`src/hw/hdmiPkg.sv`:
```
//////////////////////////////////////////////////
// shared constants for the hdmi tx core
// import into a module body with hdmiPkg::*
//////////////////////////////////////////////////
`default_nettype none

package hdmiPkg;

	// encoder period, video wins over island
	typedef enum logic [1:0] {
		modeControl = 2'd0,
		modeVideo   = 2'd1,
		modeIsland  = 2'd2
	} encMode_t;

	// bch feedback taps, shared by header and subpackets
	localparam logic [7:0] BCH_PATTERN = 8'b10000011;

	// header byte 0 packet types
	localparam logic [7:0] PKT_NULL         = 8'h00;
	localparam logic [7:0] PKT_AUDIO_SAMPLE = 8'h02;

	//////////////////////////////////////////////////
	// symbol tables, bit 9 is sent last
	//////////////////////////////////////////////////

	// control tokens, index {c1,c0}
	localparam logic [9:0] CTRL_TOKEN [0:3] = '{
		10'b1101010100,
		10'b0010101011,
		10'b0101010100,
		10'b1010101011
	};

	// terc4 data island symbols
	localparam logic [9:0] TERC4_TABLE [0:15] = '{
		10'b1010011100, 10'b1001100011, 10'b1011100100, 10'b1011100010,
		10'b0101110001, 10'b0100011110, 10'b0110001110, 10'b0100111100,
		10'b1011001100, 10'b0100111001, 10'b0110011100, 10'b1011000110,
		10'b1010001110, 10'b1001110001, 10'b0101100011, 10'b1011000011
	};

endpackage

`default_nettype wire

```
`src/hw/audioSampleIntake.sv`:
```
//////////////////////////////////////////////////
// audio sample buffer with credit return
// source starts with sampleDepth credits, one back per pop
//////////////////////////////////////////////////
`timescale 1ns/1ps
`default_nettype none

module audioSampleIntake #(
	parameter int sampleDepth = 4
) (
	input  wire                               pixclk_global,
	input  wire                               rst,
	input  wire                               sampleValid,
	input  wire  [31:0]                       sampleData,
	output logic                              sampleCredit,
	output logic [$clog2(sampleDepth + 1)-1:0] bufCount,
	input  wire                               popSample,
	output logic [31:0]                       popData
);

	localparam int PTR_W = (sampleDepth > 1) ? $clog2(sampleDepth) : 1;
	localparam int CNT_W = $clog2(sampleDepth + 1);

	logic [31:0]      mem [sampleDepth]; // stereo samples, left in [31:16]
	logic [PTR_W-1:0] wrPtr;
	logic [PTR_W-1:0] rdPtr;

	// wrap at depth, depth need not be a power of two
	function automatic logic [PTR_W-1:0] nextPtr(input logic [PTR_W-1:0] ptr);
		if (ptr == PTR_W'(sampleDepth - 1)) begin
			return '0;
		end
		return ptr + 1'b1;
	endfunction

	//////////////////////////////////////////////////
	// storage
	//////////////////////////////////////////////////

	always_ff @(posedge pixclk_global) begin
		if (sampleValid) begin
			mem[wrPtr] <= sampleData; // credits keep this from overrunning
		end
	end

	assign popData = mem[rdPtr]; // head of buffer, no read latency

	//////////////////////////////////////////////////
	// pointers, fill level, credits
	//////////////////////////////////////////////////

	always_ff @(posedge pixclk_global) begin
		if (rst) begin
			wrPtr        <= '0;
			rdPtr        <= '0;
			bufCount     <= '0;
			sampleCredit <= 1'b0;
		end else begin
			if (sampleValid) begin
				wrPtr <= nextPtr(wrPtr);
			end
			if (popSample) begin
				rdPtr <= nextPtr(rdPtr);
			end
			// push and pop may land on the same cycle
			bufCount     <= bufCount + CNT_W'(sampleValid) - CNT_W'(popSample);
			sampleCredit <= popSample; // credit goes back one cycle after the pop
		end
	end

endmodule

`default_nettype wire

```
`src/hw/bchShifter.sv`:
```
//////////////////////////////////////////////////
// bit serial bch parity for one data island lane
// passes data while passData, then shifts out parity
//////////////////////////////////////////////////
`timescale 1ns/1ps
`default_nettype none

module bchShifter (
	input  wire        pixclk_global,
	input  wire        rst,
	input  wire        clear,    // start of a new packet
	input  wire        dualBit,  // two bits per clock, subpacket lanes
	input  wire        passData,
	input  wire  [1:0] dataBits, // bit 0 goes first
	output logic [1:0] outBits
);

	import hdmiPkg::*;

	logic [7:0] parity;
	logic [7:0] step1; // after first bit
	logic [7:0] step2; // after second bit

	// one lfsr step, no feedback once data is done
	function automatic logic [7:0] bchStep(input logic [7:0] p, input logic b, input logic en);
		return (p >> 1) ^ (((p[0] ^ b) && en) ? BCH_PATTERN : 8'h00);
	endfunction

	assign step1 = bchStep(parity, dataBits[0], passData);
	assign step2 = bchStep(step1, dataBits[1], passData);

	always_comb begin
		if (passData) begin
			outBits = dualBit ? dataBits : {1'b0, dataBits[0]};
		end else begin
			outBits = dualBit ? parity[1:0] : {1'b0, parity[0]}; // parity lsb first
		end
	end

	always_ff @(posedge pixclk_global) begin
		if (rst || clear) begin
			parity <= '0;
		end else begin
			parity <= dualBit ? step2 : step1;
		end
	end

endmodule

`default_nettype wire

```
`src/hw/dataIslandBuilder.sv`:
```
//////////////////////////////////////////////////
// one data island packet per line, audio or null
// pops up to four samples just before the island
// and streams header and subpackets as terc4 nibbles
//////////////////////////////////////////////////
`timescale 1ns/1ps
`default_nettype none

module dataIslandBuilder #(
	parameter int islandStart = 752,
	parameter int sampleDepth = 4
) (
	input  wire                                pixclk_global,
	input  wire                                rst,
	input  wire  [11:0]                        counterX,
	input  wire                                hSync,
	input  wire                                vSync,
	input  wire  [$clog2(sampleDepth + 1)-1:0] bufCount,
	output logic                               popSample,
	input  wire  [31:0]                        popData,
	output logic                               islandActive,
	output logic [3:0]                         nibbleCh0,
	output logic [3:0]                         nibbleCh1,
	output logic [3:0]                         nibbleCh2
);

	import hdmiPkg::*;

	localparam logic [11:0] WIN_FIRST = 12'(islandStart - 4); // first pop slot
	localparam logic [11:0] PREP_X    = 12'(islandStart - 1); // last pop, latch

	logic        inWindow;
	logic        prepCycle;
	logic [2:0]  popCnt;     // samples taken so far this window
	logic [1:0]  slot;
	logic [2:0]  sampleCnt;
	logic [3:0]  present;
	logic [23:0] hdrShift;   // hb0 goes first
	logic [55:0] subShift [4];
	logic [4:0]  pos;        // island cycle 0..31
	logic        hdrPass;
	logic        subPass;
	logic [1:0]  hdrBits;
	logic [1:0]  subBits [4];

	// one audio subpacket, v u c bits left at zero
	function automatic logic [55:0] packSample(input logic [31:0] s);
		logic [55:0] sp;
		sp        = '0;
		sp[23:8]  = s[31:16];  // left
		sp[47:32] = s[15:0];   // right
		sp[51]    = ^s[31:16]; // even parity, left
		sp[55]    = ^s[15:0];  // even parity, right
		return sp;
	endfunction

	//////////////////////////////////////////////////
	// sample collection and packet prep
	//////////////////////////////////////////////////

	assign inWindow  = (counterX >= WIN_FIRST) && (counterX <= PREP_X);
	assign prepCycle = (counterX == PREP_X);
	assign popSample = inWindow && (bufCount != '0); // one per cycle, four max
	assign slot      = (counterX == WIN_FIRST) ? 2'd0 : popCnt[1:0];
	assign sampleCnt = popCnt + 3'(popSample); // includes the pop on prep
	assign present   = 4'((5'd1 << sampleCnt) - 5'd1);

	always_ff @(posedge pixclk_global) begin
		if (rst) begin
			popCnt       <= '0;
			islandActive <= 1'b0;
			pos          <= '0;
		end else begin
			if (inWindow) begin
				popCnt <= ((counterX == WIN_FIRST) ? 3'd0 : popCnt) + 3'(popSample);
			end
			if (prepCycle) begin
				islandActive <= 1'b1;
				pos          <= '0;
			end else if (islandActive) begin
				pos <= pos + 1'b1;
				if (pos == 5'd31) begin
					islandActive <= 1'b0; // 32 cycles done
				end
			end
		end
	end

	always_ff @(posedge pixclk_global) begin
		if (counterX == WIN_FIRST) begin
			for (int k = 0; k < 4; k++) begin
				subShift[k] <= '0; // unused subpackets stay zero
			end
		end
		if (popSample) begin
			subShift[slot] <= packSample(popData);
		end
		if (prepCycle) begin
			// hb2 zero, hb1 = layout 0 + sample_present, hb0 = type
			hdrShift <= {8'h00, 4'h0, present,
				(sampleCnt != 3'd0) ? PKT_AUDIO_SAMPLE : PKT_NULL};
		end
		if (islandActive) begin
			hdrShift <= hdrShift >> 1;
			for (int k = 0; k < 4; k++) begin
				subShift[k] <= subShift[k] >> 2;
			end
		end
	end

	//////////////////////////////////////////////////
	// bch lanes
	//////////////////////////////////////////////////

	assign hdrPass = (pos < 5'd24); // 24 header bits then 8 parity
	assign subPass = (pos < 5'd28); // 56 subpacket bits then 8 parity

	bchShifter uHdrBch (
		.pixclk_global (pixclk_global),
		.rst           (rst),
		.clear         (prepCycle),
		.dualBit       (1'b0),
		.passData      (hdrPass),
		.dataBits      ({1'b0, hdrShift[0]}),
		.outBits       (hdrBits)
	);

	for (genvar g = 0; g < 4; g++) begin : gSub
		bchShifter uSubBch (
			.pixclk_global (pixclk_global),
			.rst           (rst),
			.clear         (prepCycle),
			.dualBit       (1'b1),
			.passData      (subPass),
			.dataBits      (subShift[g][1:0]),
			.outBits       (subBits[g])
		);
		assign nibbleCh1[g] = subBits[g][0]; // even bits
		assign nibbleCh2[g] = subBits[g][1]; // odd bits
	end

	// ch0 carries sync, first cycle marker and the header bit
	assign nibbleCh0 = {hdrBits[0], (pos != 5'd0), vSync, hSync};

endmodule

`default_nettype wire

```
`src/hw/tmdsChannelEncoder.sv`:
```
//////////////////////////////////////////////////
// tmds encoder for one channel, 1 cycle latency
// video 8b/10b, control tokens or terc4 island data
//////////////////////////////////////////////////
`timescale 1ns/1ps
`default_nettype none

module tmdsChannelEncoder (
	input  wire        pixclk_global,
	input  wire        rst,
	input  wire  [7:0] pixel,
	input  wire        c0,
	input  wire        c1,
	input  wire        drawArea,
	input  wire        islandActive,
	input  wire  [3:0] islandNibble,
	output logic [9:0] symbolOut
);

	import hdmiPkg::*;

	encMode_t          mode;
	logic [3:0]        onesIn;
	logic [3:0]        onesQm;
	logic              useXnor;
	logic [8:0]        qm;        // transition minimised word
	logic signed [4:0] diffQm;    // ones minus zeros of qm[7:0]
	logic signed [4:0] disparity; // running dc balance
	logic signed [4:0] dispNext;
	logic [9:0]        vidSym;

	// video first, island only in blanking
	always_comb begin
		if (drawArea) begin
			mode = modeVideo;
		end else if (islandActive) begin
			mode = modeIsland;
		end else begin
			mode = modeControl;
		end
	end

	//////////////////////////////////////////////////
	// 8b/10b video path
	//////////////////////////////////////////////////

	always_comb begin
		onesIn = '0;
		for (int i = 0; i < 8; i++) begin
			onesIn = onesIn + 4'(pixel[i]);
		end
		useXnor = (onesIn > 4'd4) || ((onesIn == 4'd4) && !pixel[0]);
		qm[0] = pixel[0];
		for (int i = 1; i < 8; i++) begin
			qm[i] = useXnor ? ~(qm[i-1] ^ pixel[i]) : (qm[i-1] ^ pixel[i]);
		end
		qm[8] = ~useXnor;
		onesQm = '0;
		for (int i = 0; i < 8; i++) begin
			onesQm = onesQm + 4'(qm[i]);
		end
		diffQm = 5'(onesQm) - 5'(4'd8 - onesQm);

		if ((disparity == 0) || (diffQm == 0)) begin
			vidSym   = {~qm[8], qm[8], qm[8] ? qm[7:0] : ~qm[7:0]};
			dispNext = qm[8] ? (disparity + diffQm) : (disparity - diffQm);
		end else if (((disparity > 0) && (diffQm > 0)) || ((disparity < 0) && (diffQm < 0))) begin
			vidSym   = {1'b1, qm[8], ~qm[7:0]}; // invert to pull back toward zero
			dispNext = disparity + 5'({qm[8], 1'b0}) - diffQm;
		end else begin
			vidSym   = {1'b0, qm[8], qm[7:0]};
			dispNext = disparity - 5'({~qm[8], 1'b0}) + diffQm;
		end
	end

	//////////////////////////////////////////////////
	// output register
	//////////////////////////////////////////////////

	always_ff @(posedge pixclk_global) begin
		if (rst) begin
			symbolOut <= CTRL_TOKEN[{c1, c0}];
			disparity <= '0;
		end else begin
			case (mode)
				modeVideo: begin
					symbolOut <= vidSym;
					disparity <= dispNext;
				end
				modeIsland: begin
					symbolOut <= TERC4_TABLE[islandNibble];
					disparity <= '0; // balance restarts each active period
				end
				default: begin
					symbolOut <= CTRL_TOKEN[{c1, c0}];
					disparity <= '0;
				end
			endcase
		end
	end

endmodule

`default_nettype wire

```
`src/hw/hdmiTx.sv`:
```
//////////////////////////////////////////////////
// hdmi tx top, pixel clock domain only
// symbols follow their inputs by one clock
//////////////////////////////////////////////////
`timescale 1ns/1ps
`default_nettype none

module hdmiTx #(
	parameter int islandStart = 752, // first island pixel
	parameter int sampleDepth = 4    // buffer depth = initial credits
) (
	input  wire         pixclk_global,
	input  wire         rst,
	input  wire  [7:0]  red,
	input  wire  [7:0]  green,
	input  wire  [7:0]  blue,
	input  wire         hSync,
	input  wire         vSync,
	input  wire         drawArea,
	input  wire  [11:0] counterX,
	input  wire         sampleValid,
	input  wire  [31:0] sampleData,
	output logic        sampleCredit,
	output logic [9:0]  symbolR,
	output logic [9:0]  symbolG,
	output logic [9:0]  symbolB
);

	localparam int CNT_W = $clog2(sampleDepth + 1);

	logic [CNT_W-1:0] bufCount;
	logic             popSample;
	logic [31:0]      popData;
	logic             islandActive;
	logic [3:0]       nibbleCh0;
	logic [3:0]       nibbleCh1;
	logic [3:0]       nibbleCh2;

	audioSampleIntake #(.sampleDepth(sampleDepth)) uIntake (
		.pixclk_global (pixclk_global),
		.rst           (rst),
		.sampleValid   (sampleValid),
		.sampleData    (sampleData),
		.sampleCredit  (sampleCredit),
		.bufCount      (bufCount),
		.popSample     (popSample),
		.popData       (popData)
	);

	dataIslandBuilder #(
		.islandStart (islandStart),
		.sampleDepth (sampleDepth)
	) uBuilder (
		.pixclk_global (pixclk_global),
		.rst           (rst),
		.counterX      (counterX),
		.hSync         (hSync),
		.vSync         (vSync),
		.bufCount      (bufCount),
		.popSample     (popSample),
		.popData       (popData),
		.islandActive  (islandActive),
		.nibbleCh0     (nibbleCh0),
		.nibbleCh1     (nibbleCh1),
		.nibbleCh2     (nibbleCh2)
	);

	// channel 0, sync rides on c0/c1
	tmdsChannelEncoder uEncB (
		.pixclk_global (pixclk_global),
		.rst           (rst),
		.pixel         (blue),
		.c0            (hSync),
		.c1            (vSync),
		.drawArea      (drawArea),
		.islandActive  (islandActive),
		.islandNibble  (nibbleCh0),
		.symbolOut     (symbolB)
	);

	tmdsChannelEncoder uEncG ( // channel 1
		.pixclk_global (pixclk_global),
		.rst           (rst),
		.pixel         (green),
		.c0            (1'b0),
		.c1            (1'b0),
		.drawArea      (drawArea),
		.islandActive  (islandActive),
		.islandNibble  (nibbleCh1),
		.symbolOut     (symbolG)
	);

	tmdsChannelEncoder uEncR ( // channel 2
		.pixclk_global (pixclk_global),
		.rst           (rst),
		.pixel         (red),
		.c0            (1'b0),
		.c1            (1'b0),
		.drawArea      (drawArea),
		.islandActive  (islandActive),
		.islandNibble  (nibbleCh2),
		.symbolOut     (symbolR)
	);

endmodule

`default_nettype wire

```
`config.mk`:
```
export PLATFORM = sky130hd
export DESIGN_NAME = hdmiTx
export DESIGN_NICKNAME = d
export VERILOG_FILES = /design/src/hw/hdmiPkg.sv /design/src/hw/audioSampleIntake.sv /design/src/hw/bchShifter.sv /design/src/hw/dataIslandBuilder.sv /design/src/hw/tmdsChannelEncoder.sv /design/src/hw/hdmiTx.sv
export SDC_FILE = /design/constraint.sdc
export NUM_CORES = 1
export LEC_CHECK = 0
export ABC_AREA = 1
export BUFFER_PORTS_ARGS = -buffer_cell sky130_fd_sc_hd__buf_2
export CAP_MARGIN = 20
export CORE_UTILIZATION = 58
export CTS_CLUSTER_DIAMETER = 100
export CTS_CLUSTER_SIZE = 28
export DETAILED_ROUTE_END_ITERATION = 6
export PLACE_DENSITY = 0.75
export SLEW_MARGIN = 0
export SYNTH_ARGS = -nofsm -noshare
export SYNTH_HDL_FRONTEND = slang
export SYNTH_SLANG_ARGS = --single-unit
```
`constraint.sdc`:
```
create_clock -name pixclk_global -period 17.83 [get_ports pixclk_global]
set_input_delay 0.8915 -clock pixclk_global [delete_from_list [all_inputs] [get_ports pixclk_global]]
set_output_delay 0.8915 -clock pixclk_global [all_outputs]
set_load 0.1 [all_outputs]
```
==> results.cfg <==
[routing]
num_vias = 15800
drt-vias-per-instance = 5.46
drcViolationCount = 0
finalWirelength_um = 46700
post_drt_wl_per_cell_um = 16.1
initialDrtViolationCount = 1033
dr.pass1.iters = 5
antenna_left = 0

[power]
power_uw = 4300
p_sw_frac = 0.453
intPower_uw = 2350
power_frac_comb = 0.592
power_switching_uw = 1950
powerDensity_mw_per_mm2 = 182
clock_power_share = 0.127
p_seq_frac = 0.281
vdd_drop_max_mv = 0.162
power.leakage_uw = 0.0101

[critical_path]
crit_end = uEncG.symbolOut[0]$_SDFF_PP0_
arrival_ns = 8.65
critPathLaunchType = primary input
worstPathRequired_ns = 18.26
cp_common_cell = fa_1
r2r_end = uEncR.symbolOut[6]$_SDFF_PP1_
cpPeakStageDelay_ns = 0.56
r2r_cells = 7
end_kind = flop
r2r_slack_ns = 14.21
r2r-start = uBuilder.islandActive$_SDFF_PP0_
critPathSlowestCell = fa_1
crit_start = green[0]
cp_max_fo = 13
worst-setup-path-type = primary input to flop

[worst_hold_path]
hold_class = flop to flop
min_from = uBuilder.gSub[2].uSubBch.parity[4]$_SDFF_PP0_

[die]
rows = 71
die-area_mm2 = 0.0390
start_util = 0.589
dieWidth_um = 198
ios = 105
core_area_mm2 = 0.0377
chipHeight_um = 198

[place]
dp_hpwl_um = 31500
gp_congestion = 0.957
portBuffers = 104
place_ws_ns = 9.11

[timing]
slew_headroom = 0.291
clock_skew_ns = 0.0178
fin_crit_sh = 0.461
fin_ws_ns = 9.61
worst_slew_pin_slew_ns = 1.06
timing.fmax_mhz = 122
rsz0062_at_grt = no
finalCriticalPeriod_ns = 8.22
tns_ns = 0
final-hold-violation-count = 0
setup-violations-final = 0
slew_violations = 0

[logic_synthesis]
syn_area_mm2 = 0.0222
yosysWarnings = 0
synth.distinct_cells = 63
synthArstFlopShare = 0
syn_nets = 2522
synth_edf_count = 276
syn_area_per_cell_um2 = 9.61
synthFlopType = edfxtp_1
ys_seq_area_frac = 0.530
syn_inst = 2307
ys_seq_elements = 449

[outcome]
status = completed

[grt]
grt_max_degree = 96
antenna_found_initial = 4
grt_pass1_vias = 15500
overflow = 0
grt.total_usage = 0.243
grt_pass1_wl_um = 76400

[layout]
synthToLayoutAreaGrowth_pct = 6.77
drive_gt1_frac = 0.0918
utilization = 0.628
fin_nets = 2587

[cts]
cts_made_buffers = 20
worst_setup_hold_path_clk_slew_ns = 0.11
cts_resized = 0
clock_path_buffers = 3
cts_max_level = 1
postCtsSetupRepairBufs = 0
cts_hold_buf = 0
cts_tree = done
clock_latency_ns = 0.55
clk_root_buffer_cell = clkbuf_16
cts.sink_count = 449

[flow_run]
cap_violations = 0
-- power groups by stage --
stage          combinational, uW  clock [uW]  sequential, uW
6_report                    2550         547            1210
3_3_place_gp                2420           0            1230
5_1_grt                     2870         590            1220
2_1_floorplan               1820           0            1390
3_5_place_dp                2530           0            1230
4_1_cts                     2540         558            1210
-- per-layer routing --
layer	part of all wire	GRT usage	wire, um
met1	0.42	0.304	19500
met2	0.50	0.431	23500
met3	0.048	0.0297	2250
met4	0.031	0.0853	1460
met5	0.00034	0	16
-- cells in the mapped netlist (all sizes together) (3+ instances only) --
cell	n	area [um2]
nand2	480	1840
inv	321	1210
edfxtp	276	8290
o21ai	258	1310
dfxtp	173	3460
nor2	150	586
ha	104	1300
nand3	84	425
a21oi	79	395
xor2	51	447
clkbuf	47	176
o22ai	47	294
fa	37	741
buf	32	244
xnor2	28	313
a22oi	20	150
nor3	16	80.1
o22a	16	175
o211ai	14	105
or2	14	87.6
a32o	8	81.3
a31oi	6	37.5
a211oi	5	37.5
a32oi	5	92.6
o21a	5	37.5
a22o	4	35.0
clkinv	4	15.0
a21o	3	22.5
o221ai	3	26.3
-- cells in the final DEF, fill, tap and decap left out, types with 5 or more instances in the layout --
cell type    n
inv_1      311
ha_1       104
a32o_1       7
o21ai_1      7
xnor2_1     22
or2_2       13
inv_2        8
a31oi_1      6
nand2_1    468
o21ai_2      6
o22a_2       7
nand3_1     83
fa_1        37
a211oi_1     5
xor2_1      51
o211ai_1    14
clkbuf_16   21
nor3_1      16
dfxtp_1    171
buf_2      104
o22ai_1     47
a22oi_1     20
nand2_2     10
o21a_1       5
a21oi_1     79
edfxtp_1   276
nor2_1     145
clkinv_1     5
o22a_1       6
buf_4       16
o21ai_0    245
clkbuf_1    11
-- flip-flops by register name, indices dropped and copies added, names as in the netlist, 5 cells and up, named ones only --
signal                        cells
uBuilder.hdrShift                12
uEncG.symbolOut                  10
uBuilder.gSub.uSubBch.parity     32
uEncB.symbolOut                  10
uBuilder.uHdrBch.parity           8
uEncR.symbolOut                  10
uIntake.mem                     128
uBuilder.pos                      5
uBuilder.subShift               208
-- worst min-delay path by stage --
stage	to	slack, ns	cells past startpoint
after global routing	uBuilder.gSub[3].uSubBch.parity[5]$_SDFF_PP0_	0.43	2
after global placement	uBuilder.gSub[0].uSubBch.parity[5]$_SDFF_PP0_	0.39	2
final	uBuilder.gSub[2].uSubBch.parity[2]$_SDFF_PP0_	0.41	2
after detailed placement	uBuilder.gSub[3].uSubBch.parity[5]$_SDFF_PP0_	0.40	2
after floorplan	uBuilder.gSub[0].uSubBch.parity[2]$_SDFF_PP0_	0.39	2
after CTS	uBuilder.gSub[2].uSubBch.parity[2]$_SDFF_PP0_	0.42	2
-- final cells by class --
class | count | area, um2
fill | 3095 | 14000
sequential | 449 | 11800
multi-input combinational | 1454 | 8780
inverter | 325 | 1220
timing repair buffer | 122 | 656
tap | 511 | 639
clock buffer | 32 | 567
clock inverter | 4 | 46.3
antenna | 2 | 5.00
-- worst max-delay path: cells and delay by family --
kind                       cells  cell delay (ns)
AOI/OAI and AO/OA              4             0.98
adders and majority gates     10             3.98
and+or+nand+nor               10             1.53
xor gates and xnor gates       2             0.60
buffers and inverters          7             0.68
-- logic make-up (layout without fill, tap and decap cells) --
group                    after synthesis  in the layout  synth area share
flip-flops                           449            449             0.530
AND/OR/NAND/NOR                      751            751             0.139
adder cells (fa/ha/maj)              141            141            0.0921
XOR/XNOR                              79             79            0.0343
AO/OA/AOI/OAI                        483            483             0.131
buffers and inverters                404            483            0.0741
other                                  0              2                 0
-- per-stage QoR --
stage / instances / hold slack (ns) / cell area, um2
2_1_floorplan: 2307 / 0.394 / 22200
3_3_place_gp: 2859 / 0.394 / 23000
3_5_place_dp: 2859 / 0.400 / 23000
4_1_cts: 2895 / 0.417 / 23700
5_1_grt: 2899 / 0.434 / 23700
6_report: 2899 / 0.411 / 23700
(Power assumes the default switching activity.)
